**src/logic/graph_pkg.sv**
```systemverilog
package graph_pkg;

  // ------------------------------------------------------------------------
  // stored graph geometry
  // ------------------------------------------------------------------------
  localparam int NODE_ADDR_W = 8;   // 256 nodes
  localparam int COST_W      = 16;
  localparam int NODE_WORD_W = 1 + NODE_ADDR_W + COST_W;

  // relax side view of a node word
  typedef struct packed {
    logic                   visited;  // top bit
    logic [NODE_ADDR_W-1:0] parent;
    logic [COST_W-1:0]      cost;
  } node_rec_t;

  // host loads and reads back the raw word, the relax unit decodes the record
  typedef union packed {
    logic [NODE_WORD_W-1:0] raw;
    node_rec_t              rec;
  } node_word_u;

endpackage

```
**src/logic/relax_pkg.sv**
```systemverilog
package relax_pkg;

  // ------------------------------------------------------------------------
  // cost arithmetic
  // ------------------------------------------------------------------------
  localparam int EDGE_COST_W = 8;

  // all ones means not reached yet
  localparam logic [graph_pkg::COST_W-1:0] INF_COST = '1;

  // current cost plus edge weight, clamped at INF_COST
  function automatic logic [graph_pkg::COST_W-1:0] cost_sum(
    input logic [graph_pkg::COST_W-1:0] cur_cost,
    input logic [EDGE_COST_W-1:0]       edge_cost
  );
    logic [graph_pkg::COST_W:0] sum;  // one carry bit
    sum = {1'b0, cur_cost} + edge_cost;
    if (sum[graph_pkg::COST_W]) begin
      return INF_COST;
    end
    return sum[graph_pkg::COST_W-1:0];
  endfunction

endpackage

```
**src/logic/edge_fifo.sv**
```systemverilog
`timescale 1ns/1ps

module edge_fifo #(
  parameter int FIFO_ADDR_W = 4
) (
  input  logic                                               CLK,
  input  logic                                               RST,
  input  logic                                               enq,
  input  logic [graph_pkg::NODE_ADDR_W+relax_pkg::EDGE_COST_W-1:0] wdata,
  input  logic                                               deq,
  output logic [graph_pkg::NODE_ADDR_W+relax_pkg::EDGE_COST_W-1:0] q,
  output logic                                               empty,
  output logic                                               full,
  output logic                                               alm_full
);

  import graph_pkg::*;
  import relax_pkg::*;

  localparam int DATA_W = NODE_ADDR_W + EDGE_COST_W;
  localparam int DEPTH  = 2 ** FIFO_ADDR_W;

  logic [DATA_W-1:0]      mem [DEPTH];
  logic [FIFO_ADDR_W-1:0] head;
  logic [FIFO_ADDR_W-1:0] tail;
  logic [FIFO_ADDR_W-1:0] head_nxt;
  logic [FIFO_ADDR_W-1:0] tail_nxt;
  logic [FIFO_ADDR_W-1:0] tail_p1;
  logic [FIFO_ADDR_W-1:0] tail_p2;
  logic                   do_enq;
  logic                   do_deq;

  assign do_enq = enq && !full;
  assign do_deq = deq && !empty;

  // ------------------------------------------------------------------------
  // pointers of the next cycle
  // ------------------------------------------------------------------------
  always_comb begin
    head_nxt = do_deq ? head + 1'b1 : head;
    tail_nxt = do_enq ? tail + 1'b1 : tail;
    tail_p1  = tail_nxt + 1'b1;
    tail_p2  = tail_nxt + 2'd2;
  end

  // one slot is kept free so that full and empty differ
  always_ff @(posedge CLK) begin
    if (RST) begin
      head     <= '0;
      tail     <= '0;
      empty    <= 1'b1;
      full     <= 1'b0;
      alm_full <= 1'b0;
    end else begin
      head     <= head_nxt;
      tail     <= tail_nxt;
      empty    <= (head_nxt == tail_nxt);
      full     <= (head_nxt == tail_p1);
      alm_full <= (head_nxt == tail_p1) || (head_nxt == tail_p2);
    end
  end

  // ------------------------------------------------------------------------
  // storage
  // ------------------------------------------------------------------------
  always_ff @(posedge CLK) begin
    if (do_enq) begin
      mem[tail] <= wdata;
    end
  end

  assign q = mem[head];  // head entry, no read latency

  a_no_enq_full: assert property (
    @(posedge CLK) disable iff (RST)
    !(enq && full)
  ) else $error("edge FIFO written while full");

  a_no_deq_empty: assert property (
    @(posedge CLK) disable iff (RST)
    !(deq && empty)
  ) else $error("edge FIFO popped while empty");

endmodule

```
**config.mk**
```make
export PLATFORM = sky130hd
export DESIGN_NAME = edge_fifo
export DESIGN_NICKNAME = d
export VERILOG_FILES = /design/src/logic/graph_pkg.sv /design/src/logic/relax_pkg.sv /design/src/logic/edge_fifo.sv
export SDC_FILE = /design/constraint.sdc
export NUM_CORES = 1
export LEC_CHECK = 0
export BUFFER_PORTS_ARGS = -buffer_cell sky130_fd_sc_hd__buf_2
export CAP_MARGIN = 10
export CORE_UTILIZATION = 60
export DETAILED_ROUTE_END_ITERATION = 6
export GPL_TIMING_DRIVEN = 0
export PLACE_DENSITY = 0.82
export SLEW_MARGIN = 20
export SYNTH_ARGS = -nofsm -noshare
export SYNTH_HDL_FRONTEND = slang
export SYNTH_SLANG_ARGS = --single-unit
```
**constraint.sdc**
```tcl
create_clock -name CLK -period 3.5 [get_ports CLK]
set_clock_uncertainty 0.2 [all_clocks]
set_input_delay 0.525 -clock CLK [delete_from_list [all_inputs] [get_ports CLK]]
set_output_delay 0.525 -clock CLK [all_outputs]
set_load 0.02 [all_outputs]
```
# After elaboration in Yosys (flattened, before gate mapping)
# Memories as Yosys holds them, arrays and structs flattened. A register that Yosys moved wholly into a read port is not among the register bits.
# Index checks and enable logic that the tools add are counted.
# totals
inputBits,20
regBits,11
memories,1
elab_cells,23
output_inout_bits,19
ram_bits,256
# mem_list
name,words,width,rd,rd_clocked_by_memory_dff,write_ports,line_no,text
mem,16,16,1,1,1,edge_fifo.sv:23,logic [DATA_W-1:0] mem [DEPTH];
# classes
add_sub_neg,4
n_eq_ne,3
mux,5
reduce_logical,5
# op_table
operator,n
adder 4 x 1 -> 4 bit (second input constant),3
equality test 4 bit,3
2-to-1 mux 4 bit,3
adder 4 x 2 -> 4 bit (second input constant),1
logical AND 1 bit,2
zero test 1 bit,2
2-to-1 mux 1 bit,2
logical OR 1 bit,1

# Depth between registers and ports, before layout
# logic_depth
depth_word,6
ltp_mapped,9
mapped_depth_nobuf,9

# Worst setup path before layout
# No wires, ideal clock.
# synth_timing
path_type,register -> register
from,register tail[0]
to,register alm_full
path_buffers,0
period_less_slack_ns,2.462
setup_slack_ns,1.038
required_time_ns,3.214
stages_incl_launch_ff,10
setup_time_ns,0.086
arrival_ns,2.177
cell_sequence,dfxtp_1 inv_1 ha_1 mux2i_1 inv_1 ha_1 xor3_1 nor4_2 a211oi_1 a211oi_1
# synth_via
elab_chain_cells,5
word_cells_on_any_way,7
cone_classes,add/sub: 3; eq/ne: 2; mux: 1; reduce/logical: 1
# synth_rtl
item,line_no,text
from (decl),edge_fifo.sv:25,logic [FIFO_ADDR_W-1:0] tail;
from (signal assigned),edge_fifo.sv:56,tail <= tail_nxt;
adder 4 x 1 -> 4 bit (*),edge_fifo.sv:41,tail_nxt = do_enq ? tail + 1'b1 : tail;
2-to-1 mux 4 bit (*),edge_fifo.sv:41,
named net tail_nxt[1],edge_fifo.sv:27,logic [FIFO_ADDR_W-1:0] tail_nxt;
adder 4 x 1 -> 4 bit / adder 4 x 2 -> 4 bit (equally long branches),"edge_fifo.sv:42, edge_fifo.sv:43",
equality test 4 bit,edge_fifo.sv:59,alm_full <= (head_nxt == tail_p1) || (head_nxt == tail_p2);
logical OR 1 bit (*),edge_fifo.sv:59,
to (signal assigned),edge_fifo.sv:59,
to (decl),edge_fifo.sv:14,output logic alm_full
# Mark *: on every way through the listed nets, which the timed path passes. The rest lies on a longest branch.
# A chain may end at the register's enable or synchronous reset.

==> metrics.md <==
| Metric | Value |
|---|---|
| Final net count | 657 |
| Clock latency on the worst-skew pair | 0.53 ns |
| Worst hold path type | in2reg |
| TritonRoute pass-1 iters | 7 |
| Power Internal | 5550 uW |
| Max stage delay cell, worst path | sky130_fd_sc_hd__clkbuf_1 |
| Hold-critical path endpoint | full$_SDFF_PP0_ |
| Ys flop type | sky130_fd_sc_hd__edfxtp_1 |
| Top library cells by usage in the layout, fill and taps aside | sky130_fd_sc_hd__edfxtp_1 (256), sky130_fd_sc_hd__mux2i_1 (50), sky130_fd_sc_hd__buf_2 (44), sky130_fd_sc_hd__o21ai_0 (33), sky130_fd_sc_hd__mux4_2 (32) |
| Multi-input gate area | 2550 sq um |
| RSZ-0062 raised after global routing | false |
| Routed WL per cell | 25.8 um |
| Post-Route WL | 22500 um |
| Area of the core | 17200 sq um |
| Slew at the pin closest to its max-slew limit | 0.958 ns |
| Post-CTS setup buffers | 0 |
| Max-slew violation count | 0 |
| Combinational cell fraction of total power | 0.158 |
| Num CTS Buffers | 26 |
| Arrival time of the worst setup path | 2.69 ns |
| Routability Congestion | 0.956 |
| Via count of the first global-routing pass | 5631 |
| Layout filler cell count | 1009 |
| Chain of cells forming the critical path | buf_2 -> clkbuf_1 -> mux4_2 -> a22oi_1 -> nand2_1 -> buf_2 |
| Sequential Area | 7910 sq um |
| Drt initial violations | 615 |
| Count of flip-flops with a built-in enable after synthesis | 256 |
| # setup viols final | 0 |
| Clock network fraction of design power | 0.346 |
| Half-perimeter wire length after placement | 14000 um |
| Area growth syn-to-layout | 12.1% |
| Startpoint type of the worst setup path | flip-flop |
| Fraction of final layout cells sized beyond drive strength 1 | 0.229 |
| Max frequency | 293 MHz |
| Result of the run | finished with violations |
| Fraction of registers with async set or reset after synthesis | 0 |
| Sum of overflow across all layers after global routing | 0 |
| Beginning of the worst hold path | RST |
| I/O pin count | 39 |
| Die height | 135 um |
| Number of cells traversed by the worst hold path | 3 |
| Mean cell area of the mapped netlist | 18.8 sq um |
| Count of final hold-check violations | 0 |
| Post-synth design cell area | 10600 sq um |
| Max-cap viol count | 0 |
| Largest voltage drop on the vdd net | 0.487 mV |
| Area enclosed by the die boundary | 18200 sq um |
| Via/cell ratio | 6.45 |
| Via count | 5627 |
| WP data required | 2.77 ns |
| Switching Share | 0.250 |
| Power per Cell Area | 624 nW/um^2 |
| Syn nets | 591 |
| Largest net degree at the start of global routing | 17 |
| Crit path capture type | output port |
| Switching power summed over all nets | 1850 uW |
| Violations in the final reports | DRC |
| Effective utilization at floorplan | 0.614 |
| Number of unique standard cell types used by synthesis | 37 |
| Clock tree sinks | 267 |
| Clock-pin slew on the worst setup and hold paths | 0.06 ns |
| CTS root buf | sky130_fd_sc_hd__clkbuf_16 |
| Stages on the worst setup path | 6 |
| Wire length of the first global-routing pass | 33400 um |
| Critical register-to-register path endpoint | alm_full$_SDFF_PP0_ |
| Tcrit/Tclk final | 0.976 |
| Placed inst area | 11100 sq um |
| CTS tree | yes |
| # H-tree levels | 1 |
| Setup slack of the most critical reg-to-reg path | 0.65 ns |
| Remaining number of nets flagged by the antenna check after routing | 0 |
| Diode insertion count for antenna repair | 0 |
| Longest individual stage delay on the worst path | 0.63 ns |
| Setup_tns | 0 ns |
| Seq pwr share | 0.495 |
| PortBufs | 38 |
| Die Span X | 135 um |
| Flip-flop and latch count after synthesis | 267 |
| Worst reg-to-reg path cell count | 9 |
| Initial antenna violation count | 0 |
| Reg-to-Reg Start | tail[0]$_SDFF_PP0_ |
| Clock tree buffer depth | 3 |
| Total routing resource utilization after global routing | 0.257 |
| Headroom to the max-slew limit | 0.361 |
| Sequential share of the synthesized area | 0.747 |
| Warnings from Yosys | 0 |
| P_leak | 0.00385 uW |
| Synthesized instance count | 564 |
| Cell repeated most along the worst path | sky130_fd_sc_hd__buf_2 |
| Largest fanout on the critical path | 10 |
| Commonest non-fill, non-tap cell in the layout | sky130_fd_sc_hd__edfxtp_1 |
| Kind of critical path | reg2out |
| Fin crit period | 3.42 ns |
| Count of standard-cell rows | 48 |
| Final instance area | 11900 sq um |
| Crit path from | head[1]$_SDFF_PP0_ |
| Crit path buffers/inverters | 3 |
| Cell type group with the largest total delay on the critical path | buffers and inverters |
| DRC Markers | 1 |
how the worst max path moves through the flow:
stage                           to
6_report                      q[8]
5_1_grt                       q[1]
4_1_cts                      q[12]
3_5_place_dp                 q[13]
3_3_place_gp                  q[4]
2_1_floorplan  alm_full$_SDFF_PP0_
cell families after synthesis:
logic type / after synthesis / synth area share
DFF: 267 / 0.747
muxes: 98 / 0.132
AOI/OAI and AO/OA: 84 / 0.0499
and+or+nand+nor: 61 / 0.0322
buffers and inverters: 33 / 0.0141
xor gates and xnor gates: 14 / 0.0158
adders and majority gates: 7 / 0.00828
worst reg2reg max path: stages, from the launching register on:
cell                       delay, ns
sky130_fd_sc_hd__dfxtp_1        0.45
sky130_fd_sc_hd__ha_1           0.32
sky130_fd_sc_hd__nand3b_1       0.15
sky130_fd_sc_hd__xor2_1         0.39
sky130_fd_sc_hd__inv_1          0.10
sky130_fd_sc_hd__ha_1           0.32
sky130_fd_sc_hd__xnor2_1        0.14
sky130_fd_sc_hd__nor4b_2        0.31
sky130_fd_sc_hd__o21ai_0        0.16
sky130_fd_sc_hd__a211oi_1       0.23
state kept, by name, indices dropped and copies added, names as in the netlist:
| register | flops |
|---|---|
| mem | 256 |
| alm_full | 1 |
| full | 1 |
| head | 4 |
| empty | 1 |
| tail | 4 |
layer usage:
metal / part of all wire / track usage / up-vias
met5: 0 / 0 / -
li1: - / - / 2391
met4: 0.032 / 0.0843 / 0
met1: 0.38 / 0.352 / 2851
met3: 0.088 / 0.0450 / 57
met2: 0.50 / 0.426 / 328
cell type report:
cell class,count,area share
Inverter,6,0.00190
Clock buffer,35,0.0577
Timing Repair Buffer,38,0.0160
Tap cell,225,0.0237
Sequential cell,267,0.667
Buffer,27,0.0121
Multi-Input combinational cell,264,0.215
Clock inverter,10,0.00675
what timing repair did:
item	in CTS	in global routing
resized for setup	1	18
hold buffers	0	0
setup endpoints to repair	1	11
synth_stat cells, types with 2 or more instances:
cell type / count / area, sq um
sky130_fd_sc_hd__edfxtp_1: 256 / 7690
sky130_fd_sc_hd__mux2i_1: 50 / 500
sky130_fd_sc_hd__o21ai_0: 33 / 165
sky130_fd_sc_hd__mux4_2: 32 / 721
sky130_fd_sc_hd__and2_1: 18 / 113
sky130_fd_sc_hd__nand2_1: 18 / 67.6
sky130_fd_sc_hd__a21oi_1: 16 / 80.1
sky130_fd_sc_hd__a221oi_1: 16 / 140
sky130_fd_sc_hd__a22oi_1: 16 / 120
sky130_fd_sc_hd__mux2_2: 16 / 180
sky130_fd_sc_hd__clkbuf_1: 13 / 48.8
sky130_fd_sc_hd__buf_2: 11 / 55.1
sky130_fd_sc_hd__dfxtp_1: 11 / 220
sky130_fd_sc_hd__nor2_1: 11 / 41.3
sky130_fd_sc_hd__ha_1: 7 / 87.6
sky130_fd_sc_hd__xnor2_1: 7 / 61.3
sky130_fd_sc_hd__inv_1: 6 / 22.5
sky130_fd_sc_hd__buf_4: 3 / 22.5
sky130_fd_sc_hd__xor2_2: 3 / 48.8
sky130_fd_sc_hd__a211oi_1: 2 / 15.0
sky130_fd_sc_hd__nand3b_1: 2 / 15.0
sky130_fd_sc_hd__xor2_1: 2 / 17.5
metrics by stage:
stage | utilization | hold slack (ns) | cells | setup WS [ns] | power, uW
after floorplan | - | 0.383 | 564 | 1.04 | 4520
after global placement | 0.641 | 0.429 | 827 | 0.656 | 4820
after detailed placement | 0.641 | 0.434 | 827 | 0.597 | 4880
after CTS | 0.686 | 0.0983 | 872 | 0.0181 | 7400
after global routing | 0.688 | 0.121 | 872 | 0.00109 | 7600
final | 0.688 | 0.117 | 872 | 0.0848 | 7400
power groups by stage:
stage,clock [uW],sequential [uW],combinational (uW)
4_1_cts,2580,3670,1150
3_3_place_gp,0,3720,1100
6_report,2560,3660,1170
5_1_grt,2690,3670,1240
2_1_floorplan,0,3730,787
3_5_place_dp,0,3730,1150
Note: power is estimated with default switching activity, not from simulation.
