`src/logic/graph_pkg.sv`:
```
package graph_pkg;

  // ------------------------------------------------------------------------
  // stored graph geometry
  // ------------------------------------------------------------------------
  localparam int NODE_ADDR_W = 8;   // 256 nodes
  localparam int COST_W      = 16;
  localparam int NODE_WORD_W = 1 + NODE_ADDR_W + COST_W;

  // relax side view of a node word
  typedef struct packed {
    logic                   visited;  // top bit
    logic [NODE_ADDR_W-1:0] parent;
    logic [COST_W-1:0]      cost;
  } node_rec_t;

  // host loads and reads back the raw word, the relax unit decodes the record
  typedef union packed {
    logic [NODE_WORD_W-1:0] raw;
    node_rec_t              rec;
  } node_word_u;

endpackage

```
`src/logic/relax_pkg.sv`:
```
package relax_pkg;

  // ------------------------------------------------------------------------
  // cost arithmetic
  // ------------------------------------------------------------------------
  localparam int EDGE_COST_W = 8;

  // all ones means not reached yet
  localparam logic [graph_pkg::COST_W-1:0] INF_COST = '1;

  // current cost plus edge weight, clamped at INF_COST
  function automatic logic [graph_pkg::COST_W-1:0] cost_sum(
    input logic [graph_pkg::COST_W-1:0] cur_cost,
    input logic [EDGE_COST_W-1:0]       edge_cost
  );
    logic [graph_pkg::COST_W:0] sum;  // one carry bit
    sum = {1'b0, cur_cost} + edge_cost;
    if (sum[graph_pkg::COST_W]) begin
      return INF_COST;
    end
    return sum[graph_pkg::COST_W-1:0];
  endfunction

endpackage

```
`src/logic/relax_unit.sv`:
```
`timescale 1ns/1ps

module relax_unit (
  input  logic                                               CLK,
  input  logic                                               RST,
  input  logic                                               start,
  input  logic [graph_pkg::NODE_ADDR_W-1:0]                  start_node,
  input  logic [graph_pkg::COST_W-1:0]                       start_cost,
  input  logic [graph_pkg::NODE_ADDR_W+relax_pkg::EDGE_COST_W-1:0] fifo_q,
  input  logic                                               fifo_empty,
  input  logic                                               intake_done,
  input  graph_pkg::node_word_u                              rec_word,
  input  logic                                               push_ready,
  output logic                                               busy,
  output logic                                               done,
  output logic                                               fifo_deq,
  output logic                                               visit_en,
  output logic [graph_pkg::NODE_ADDR_W-1:0]                  visit_addr,
  output logic                                               upd_en,
  output logic [graph_pkg::NODE_ADDR_W-1:0]                  upd_addr,
  output graph_pkg::node_word_u                              upd_word,
  output logic                                               push_valid,
  output logic [graph_pkg::NODE_ADDR_W-1:0]                  push_node,
  output logic [graph_pkg::COST_W-1:0]                       push_cost
);

  import graph_pkg::*;
  import relax_pkg::*;

  logic [NODE_ADDR_W-1:0] cur_node;
  logic [COST_W-1:0]      cur_cost;
  logic [NODE_ADDR_W-1:0] head_dst;
  logic [EDGE_COST_W-1:0] head_cost;
  logic [COST_W-1:0]      new_cost;
  logic                   launch;
  logic                   head_live;
  logic                   relax;
  logic                   fin;

  assign launch = start && !busy;  // start is dropped while busy

  // ------------------------------------------------------------------------
  // expansion control
  // ------------------------------------------------------------------------
  always_ff @(posedge CLK) begin
    if (RST) begin
      busy     <= 1'b0;
      done     <= 1'b0;
      visit_en <= 1'b0;
    end else begin
      done     <= fin;
      visit_en <= launch;  // first busy cycle marks the node
      if (launch) begin
        busy <= 1'b1;
      end else if (fin) begin
        busy <= 1'b0;
      end
    end
  end

  always_ff @(posedge CLK) begin
    if (launch) begin
      cur_node <= start_node;
      cur_cost <= start_cost;
    end
  end

  assign visit_addr = cur_node;

  // all edges in, FIFO drained, nothing waiting on the frontier
  assign fin = busy && intake_done && fifo_empty && !push_valid;

  // ------------------------------------------------------------------------
  // relaxation of the FIFO head
  // ------------------------------------------------------------------------
  assign head_dst  = fifo_q[NODE_ADDR_W+EDGE_COST_W-1 -: NODE_ADDR_W];
  assign head_cost = fifo_q[EDGE_COST_W-1:0];
  assign new_cost  = cost_sum(cur_cost, head_cost);
  assign head_live = busy && !fifo_empty;

  // a saturated sum never beats a stored cost
  assign relax = !rec_word.rec.visited && (rec_word.rec.cost > new_cost);

  assign push_valid = head_live && relax;
  assign push_node  = head_dst;
  assign push_cost  = new_cost;

  // non-improving edges leave at once, improving ones wait for the push
  assign fifo_deq = head_live && (!relax || push_ready);

  // node write lands in the pop cycle
  assign upd_en   = push_valid && push_ready;
  assign upd_addr = head_dst;

  always_comb begin
    upd_word.rec.visited = 1'b0;
    upd_word.rec.parent  = cur_node;
    upd_word.rec.cost    = new_cost;
  end

  // head entry and its record must not move under a stalled push
  a_push_hold: assert property (
    @(posedge CLK) disable iff (RST)
    push_valid && !push_ready |=>
      push_valid && $stable(push_node) && $stable(push_cost)
  ) else $error("frontier push changed while stalled");

endmodule

```
`config.mk`:
```
export PLATFORM = sky130hd
export DESIGN_NAME = relax_unit
export DESIGN_NICKNAME = d
export VERILOG_FILES = /design/src/logic/graph_pkg.sv /design/src/logic/relax_pkg.sv /design/src/logic/relax_unit.sv
export SDC_FILE = /design/constraint.sdc
export NUM_CORES = 1
export LEC_CHECK = 0
export BUFFER_PORTS_ARGS = -buffer_cell sky130_fd_sc_hd__clkbuf_2
export CORE_ASPECT_RATIO = 2
export CORE_UTILIZATION = 46
export CTS_CLUSTER_DIAMETER = 80
export DETAILED_ROUTE_END_ITERATION = 8
export PLACE_DENSITY = 0.82
export SYNTH_ARGS = -nofsm -noshare
export SYNTH_HDL_FRONTEND = slang
export SYNTH_SLANG_ARGS = --single-unit
```
`constraint.sdc`:
```
create_clock -name CLK -period 11 [get_ports CLK]
set_input_delay 1.1 -clock CLK [delete_from_list [all_inputs] [get_ports CLK]]
set_output_delay 1.1 -clock CLK [all_outputs]
set_load 0.02 [all_outputs]
```
### Word-level counts from Yosys, hierarchy flattened

Index checks and enable logic that the tools add are counted.

| storage, ports and cells | value |
|---|---|
| register bits | 27 |
| latch bits | 0 |
| bits in writable memories | 0 |
| ROM bits | 0 |
| bits of input ports | 71 |
| logic and storage cells | 28 |
| memories | 0 |

| cells by class | value |
|---|---|
| $add $sub $neg | 1 |
| multipliers | 0 |
| div/mod/pow operators | 0 |
| order comparisons | 1 |
| equal/unequal tests | 0 |
| shifts and indexed selects | 0 |
| muxes and demuxes | 5 |
| bitwise logic cells | 0 |
| reductions and logical operators | 16 |

Operators by type and width:

| operator | count |
|---|---|
| 16-bit 2-to-1 mux | 2 |
| 16-bit by 8-bit adder with 17-bit output | 1 |
| 16-bit > comparator | 1 |
| 1-bit logical AND | 9 |
| 1-bit logical NOT | 5 |
| 1-bit 2-to-1 mux | 3 |
| 2-bit nonzero test | 1 |
| 1-bit logical OR | 1 |

### Longest topological paths before layout

Gate-level depths: netlist of run 1.

| logic depth | value |
|---|---|
| depth after elaboration | 10 |
| gate-level depth with buffers | 14 |
| depth with buffers taken out | 13 |

### Least setup slack after synthesis of run 1

No wires, ideal clock.

| timing path | value |
|---|---|
| path type | in2out |
| start point | in fifo_q[0] (netlist name) |
| end point | out upd_en |
| arrival time | 4369 ps |
| required time | 9900 ps |
| slack | 5531 ps |
| stages on the path | 14 |
| cell sequence | ha_1 fa_1 a211oi_1 nor3_2 nor2_1 buf_2 nor2_1 or2_2 ha_1 nor2b_1 o211ai_1 a21oi_1 nor3_1 nor4b_1 |

| between the ends | value |
|---|---|
| longest elaborated chain between the ends | 7 |

Ends and longest elaborated chain:

| what | line | text |
|---|---|---|
| from (decl) | relax_unit.sv:9 | `input logic [graph_pkg::NODE_ADDR_W+relax_pkg::EDGE_COST_W-1:0] fifo_q,` |
| 16-bit by 8-bit adder with 17-bit output (*) | relax_pkg.sv:17 | `sum = {1'b0, cur_cost} + edge_cost;` |
| 1-bit 2-to-1 mux | relax_pkg.sv:18 | `if (sum[graph_pkg::COST_W]) begin` |
| 16-bit 2-to-1 mux (*) | relax_pkg.sv:21 | `return sum[graph_pkg::COST_W-1:0];` |
| via push_cost, one bit | relax_unit.sv:24 | `output logic [graph_pkg::COST_W-1:0] push_cost` |
| 16-bit > comparator (*) | relax_unit.sv:82 | `assign relax = !rec_word.rec.visited && (rec_word.rec.cost > new_cost);` |
| 1-bit logical AND (*) | relax_unit.sv:82 |  |
| 1-bit logical AND (*) | relax_unit.sv:84 | `assign push_valid = head_live && relax;` |
| 1-bit logical AND (*) | relax_unit.sv:92 | `assign upd_en = push_valid && push_ready;` |
| to (decl) | relax_unit.sv:19 | `output logic upd_en,` |

The timed path passes the listed nets; every way through them passes the cells marked *.

### Worst setup path in the final report of run 1

| timing path | value |
|---|---|
| start point | in fifo_q[0] (netlist name) |
| end point | out fifo_deq |

| between the ends | value |
|---|---|
| longest elaborated chain between the ends | 8 |

Ends and longest elaborated chain:

| what | line | text |
|---|---|---|
| 16-bit by 8-bit adder with 17-bit output (*) | relax_pkg.sv:17 |  |
| 1-bit 2-to-1 mux | relax_pkg.sv:18 |  |
| 16-bit 2-to-1 mux (*) | relax_pkg.sv:21 |  |
| 16-bit > comparator (*) | relax_unit.sv:82 |  |
| 1-bit logical AND (*) | relax_unit.sv:82 |  |
| 1-bit logical NOT (*) | relax_unit.sv:89 | `assign fifo_deq = head_live && (!relax \|\| push_ready);` |
| 1-bit logical OR (*) | relax_unit.sv:89 |  |
| 1-bit logical AND (*) | relax_unit.sv:89 |  |
| to (decl) | relax_unit.sv:16 | `output logic fifo_deq,` |

Every way passes the cells marked *; elsewhere a longest branch is shown, timed or not.

==> results.cfg, run 1 <==
[power_and_ir_drop]
seqPwrFrac = 0.413
peakVddDrop_mv = 0.103
pwr-share-clk = 0.185
p_leak_nw = 1.25
power.share.switching = 0.360
finalPower_mw = 0.297
combPwrFrac = 0.402
p_sw_mw = 0.107
power_density_nw_per_um2 = 116
internal-power_mw = 0.190

[synthesis]
syn_inst = 219
synth.most_common_cell = buf_4
yosysTopAreaCell = edfxtp_1
synth_cell_type_count = 48
synth.top_cell.area_share = 0.324
synthesis.area_sq_um = 2220
synth_edf_count = 24
syn_avg_cell_area_sq_um = 10.1
yosys-top-cells-count = buf_4 (41), edfxtp_1 (24), ha_1 (24)
syn_nets = 315
synthArstFlopShare = 0
synth_seq_cells = 27
synth_flop_cell = edfxtp_1
synth.area.top_cells = edfxtp_1 (32%), buf_4 (14%), ha_1 (14%), o21ai_0 (3.4%), mux2i_1 (3.2%)
yosysWarnings = 0
seq_area_frac_synth = 0.351

[cells_and_area]
fin_nets = 385
nFillCells = 453
num_antenna_cells = 0
post_route_cells_drive_above_1_share = 0.438
area_delta_synth_final_pct = 15.5
final_cells = 343
finish.utilization = 0.553

[worst_setup_path]
crit_fanout = 15
critPathRequiredTime_ps = 9900
startpoint_type = primary input
arrival_ps = 5010
path_class = in2out
critPathMaxStageDelay_ps = 640
crit_slowest_cell = nor2_1
path_cells = clkbuf_2, ha_1, fa_1, a211oi_1, nor3_2, nor2_1, nor2_1, nor2b_1, ha_1, and3_1, a221oi_1, a21oi_1, nor3_1, o311a_1, clkbuf_2
cp-end-kind = output pin

[floorplanning]
io_pins = 142
num_rows = 35
core_sq_um = 4640
die_w_microns = 51.1
die_h_microns = 100
initial_utilization = 0.479
dieArea_sq_um = 5130

[timing]
max_slew_margin = 0.196
skew_ps = 2.96
worst_slew_pin_slew_ps = 1200
whs_ps = 648
rsz0062_at_grt = false
period_minus_slack_ps = 6110
setup_tns_ps = 0
period_share = 0.556
drv_slew = 0
fmax_ghz = 0.164
setup_viol = 0
finalHoldViolCount = 0

[job]
maxCapViolations = 0

[grt]
grtUsageTotal = 0.188
grt_start_max_net_pins = 26
grt_pass1_wl_microns = 7350
grt-ovfl-total = 0
grt_antenna_before_repair = 0
first_global_vias = 1790

[detailed_routing]
drt-total-wl_microns = 4620
drt-pass1-iter-count = 4
ant_nets = 0
viasPerCell = 5.31
drc = 0
wl_per_cell_microns = 13.5
drt_iter0_drc = 28
num_vias = 1821

[worst_hold_path]
min_path_type = reg2reg

[placed_design]
portBuffers = 108
place_inst = 339
dp_hpwl_microns = 4030
place.gp.congestion = 0.860

[clock_tree]
cts_resized = 0
clk-insertion-delay-late_ps = 270
clock_path_buffers = 2
cts_buffers = 3
cts_tree = built
clock_sinks = 27
clk_pin_slew_ps = 90
post-cts-setup-buffers = 0
htree_levels = 1
ctsHoldBuffers = 0
clock_tree.root_cell = clkbuf_8

[outcome]
outcome = completed
[area by class of cell]
| cell class | instances | area (sq um) | area share |
|---|---|---|---|
| multi-input combinational | 141 | 1100 | 0.428 |
| sequential | 27 | 781 | 0.304 |
| timing repair buffer | 108 | 541 | 0.211 |
| tap | 55 | 68.8 | 0.0268 |
| clock buffer | 3 | 41.3 | 0.0161 |
| inverter | 8 | 30.0 | 0.0117 |
| clock inverter | 1 | 7.51 | 0.00293 |
[layer usage]
metal  global-route usage  wire, microns
met1                0.182           1570
met2                0.371           2730
met3               0.0182            200
met4               0.0940            120
met5                    0              0
[worst max-delay path, delay by kind of cell]
family	cells	cell delay, ps
fa+ha+maj	3	890
compound gates	4	1030
simple gates	6	1760
buf+inv	2	240
[placed cells by master (no fill, tap or decap), drive strengths merged, types with 5 or more instances in the layout]
cell / count
clkbuf: 111
mux2: 6
edfxtp: 24
nor2: 7
nand2: 11
nor2b: 6
ha: 24
o21ai: 15
inv: 8
a21oi: 12
nand3: 5
mux2i: 7
[power by group through the flow]
stage                     combinational, mW  sequential, mW  clock, mW
after floorplan                      0.0984           0.127          0
after global placement                0.117           0.125          0
after detailed placement              0.120           0.125          0
after CTS                             0.121           0.123     0.0562
after global routing                  0.132           0.124     0.0599
final                                 0.120           0.123     0.0550
[path summary, 6_finish.rpt]
path                     startpoint                    end  slack, ps  cells after the start
hold / removal    busy$_SDFFE_PP0P_      busy$_SDFFE_PP0P_        650                      1
setup / recovery          fifo_q[0]               fifo_deq       4890                     15
hold reg to reg   busy$_SDFFE_PP0P_      busy$_SDFFE_PP0P_        650                      1
setup reg to reg  busy$_SDFFE_PP0P_  cur_cost[3]$_DFFE_PP_       9280                      1
[cell families (layout without fill, tap and decap cells)]
kind of cell / Yosys count / count (layout) / share of synthesized area
xor gates and xnor gates: 6 / 6 / 0.0237
and+or+nand+nor: 51 / 51 / 0.133
DFF: 27 / 27 / 0.351
buffers and inverters: 51 / 120 / 0.156
other: 1 / 1 / 0.00169
AOI/OAI and AO/OA: 45 / 45 / 0.126
muxes: 13 / 13 / 0.0636
adders and majority gates: 25 / 25 / 0.144
[stage by stage]
stage          cell area, sq um  setup slack, ps
2_1_floorplan              2220             5530
6_report                   2570             4890
5_1_grt                    2570             4470
3_5_place_dp               2520             4840
3_3_place_gp               2520             4910
4_1_cts                    2570             4840
[registers in the layout, indices dropped and copies added, names as in the netlist]
signal and flops:
visit_en 1, done 1, visit_addr 8, cur_cost 16, busy 1
Power figures use the tool's default switching activity.
==> inputs of run 2 (changes only) <==
- CORE_UTILIZATION: 46 -> 39
- PLACE_DENSITY: 0.82 -> 0.74
- clock period: 11 -> 5.3 ns (I/O delays scaled with it)
==> results.cfg, run 2 (same netlist as run 1, synthesis figures left out) <==
[worst_hold_path]
min_path_type = in2reg
hold_depth = 1
hp-start = start_cost[11]
holdPathEnd = cur_cost[11]$_DFFE_PP_

[clock_tree]
clock_path_buffers = 2
clock_tree.root_cell = clkbuf_8
clock_sinks = 27
cts_buffers = 3
ctsHoldBuffers = 0
clk_pin_slew_ps = 90
cts_resized = 0
clk-insertion-delay-late_ps = 270
htree_levels = 1
cts_tree = built
post-cts-setup-buffers = 0

[placed_design]
portBuffers = 108
place_inst = 345
dp_hpwl_microns = 3990
place.gp.congestion = 0.862

[worst_setup_path]
startpoint_type = flip-flop
rr_worst_depth = 1
crit_fanout = 15
arrival_ps = 4000
cp-end-kind = output pin
reg2reg_from = busy$_SDFFE_PP0P_
critPathRequiredTime_ps = 4770
r2r-end = cur_cost[0]$_DFFE_PP_
path_class = reg2out
rrSetupSlack_ps = 3610

[power_and_ir_drop]
peakVddDrop_mv = 0.212
power_density_nw_per_um2 = 240
p_leak_nw = 1.25

[cells_and_area]
top_register = cur_cost
largest_reg_flops = 16
num_antenna_cells = 0
final_cells = 349
post_route_cells_drive_above_1_share = 0.439
area_delta_synth_final_pct = 16.1
final_cell_mix = clkbuf_2 (108), ha_1 (24), edfxtp_1 (24)
fin_nets = 386
mostFrequentLayoutCell = clkbuf_2
nFillCells = 526

[timing]
period_minus_slack_ps = 4530
rsz0062_at_grt = false
period_share = 0.855
worst_slew_pin_slew_ps = 1170
whs_ps = 423
max_slew_margin = 0.214
setup_tns_ps = 0
setup_viol = 0
skew_ps = 2.08
finalHoldViolCount = 0
drv_slew = 0
fmax_ghz = 0.221

[detailed_routing]
num_vias = 1763
wl_per_cell_microns = 13.1
ant_nets = 0
drt-pass1-iter-count = 4
drc = 0
drt_iter0_drc = 32
drt-total-wl_microns = 4580
viasPerCell = 5.05

[grt]
grtUsageTotal = 0.148
grt-ovfl-total = 0
grt_antenna_before_repair = 0
first_global_vias = 1705
grt_start_max_net_pins = 26
grt_pass1_wl_microns = 6960

[floorplanning]
die_h_microns = 109
core_sq_um = 5470
initial_utilization = 0.406
die_w_microns = 55.4
num_rows = 38
dieArea_sq_um = 6020
io_pins = 142

[outcome]
outcome = completed

[job]
maxCapViolations = 0
[run 2: cell types whose count changed in the layout (fill, tap and decap cells not counted)]
cell / change
buf_4: +1
[run 2: routing by layer]
layer  part of all wire  track usage
met2               0.58        0.299
met3              0.042      0.00830
met4              0.038        0.104
met1               0.34        0.135
met5                  0            0
[run 2: critical path: stages (launching register included)]
cell	delay (ps)
edfxtp_1	380
ha_1	220
fa_1	430
a211oi_1	390
nor3_2	80
nor2_1	100
buf_4	200
or4b_4	170
mux2i_1	200
ha_1	260
and4_1	240
a21oi_1	150
o21ai_0	110
nor3_1	420
o311a_1	220
clkbuf_2	160
[run 2: layout make-up]
| class | instances | area [sq um] | share of cell area |
|---|---|---|---|
| inverter | 8 | 30.0 | 0.0116 |
| multi-input combinational | 141 | 1100 | 0.425 |
| clock buffer | 3 | 41.3 | 0.0160 |
| sequential | 27 | 781 | 0.303 |
| tap | 60 | 75.1 | 0.0291 |
| timing repair buffer | 109 | 548 | 0.212 |
| clock inverter | 1 | 7.51 | 0.00291 |
[run 2: power breakdown]
group	internal, mW	switching (mW)	leakage (nW)
Clock	0.0534	0.0639	0.0217
Sequential	0.247	0.00773	0.254
Combinational	0.0964	0.152	0.979
Total	0.396	0.224	1.25
[run 2: how the worst max path moves through the flow]
stage                           from  endpoint  depth (start not counted)
5_1_grt        cur_cost[0]$_DFFE_PP_  fifo_deq                         15
3_3_place_gp               fifo_q[0]  fifo_deq                         16
2_1_floorplan              fifo_q[0]    upd_en                         14
3_5_place_dp               fifo_q[0]  fifo_deq                         16
4_1_cts        cur_cost[0]$_DFFE_PP_  fifo_deq                         15
6_report       cur_cost[0]$_DFFE_PP_  fifo_deq                         15
[run 2: stage by stage]
step | setup slack (ps) | utilization | power [mW] | area, sq um
3_3_place_gp | 836 | 0.463 | 0.505 | 2530
2_1_floorplan | 971 | - | 0.468 | 2220
3_5_place_dp | 802 | 0.463 | 0.510 | 2530
4_1_cts | 741 | 0.472 | 0.628 | 2580
6_report | 770 | 0.472 | 0.620 | 2580
5_1_grt | 471 | 0.472 | 0.659 | 2580
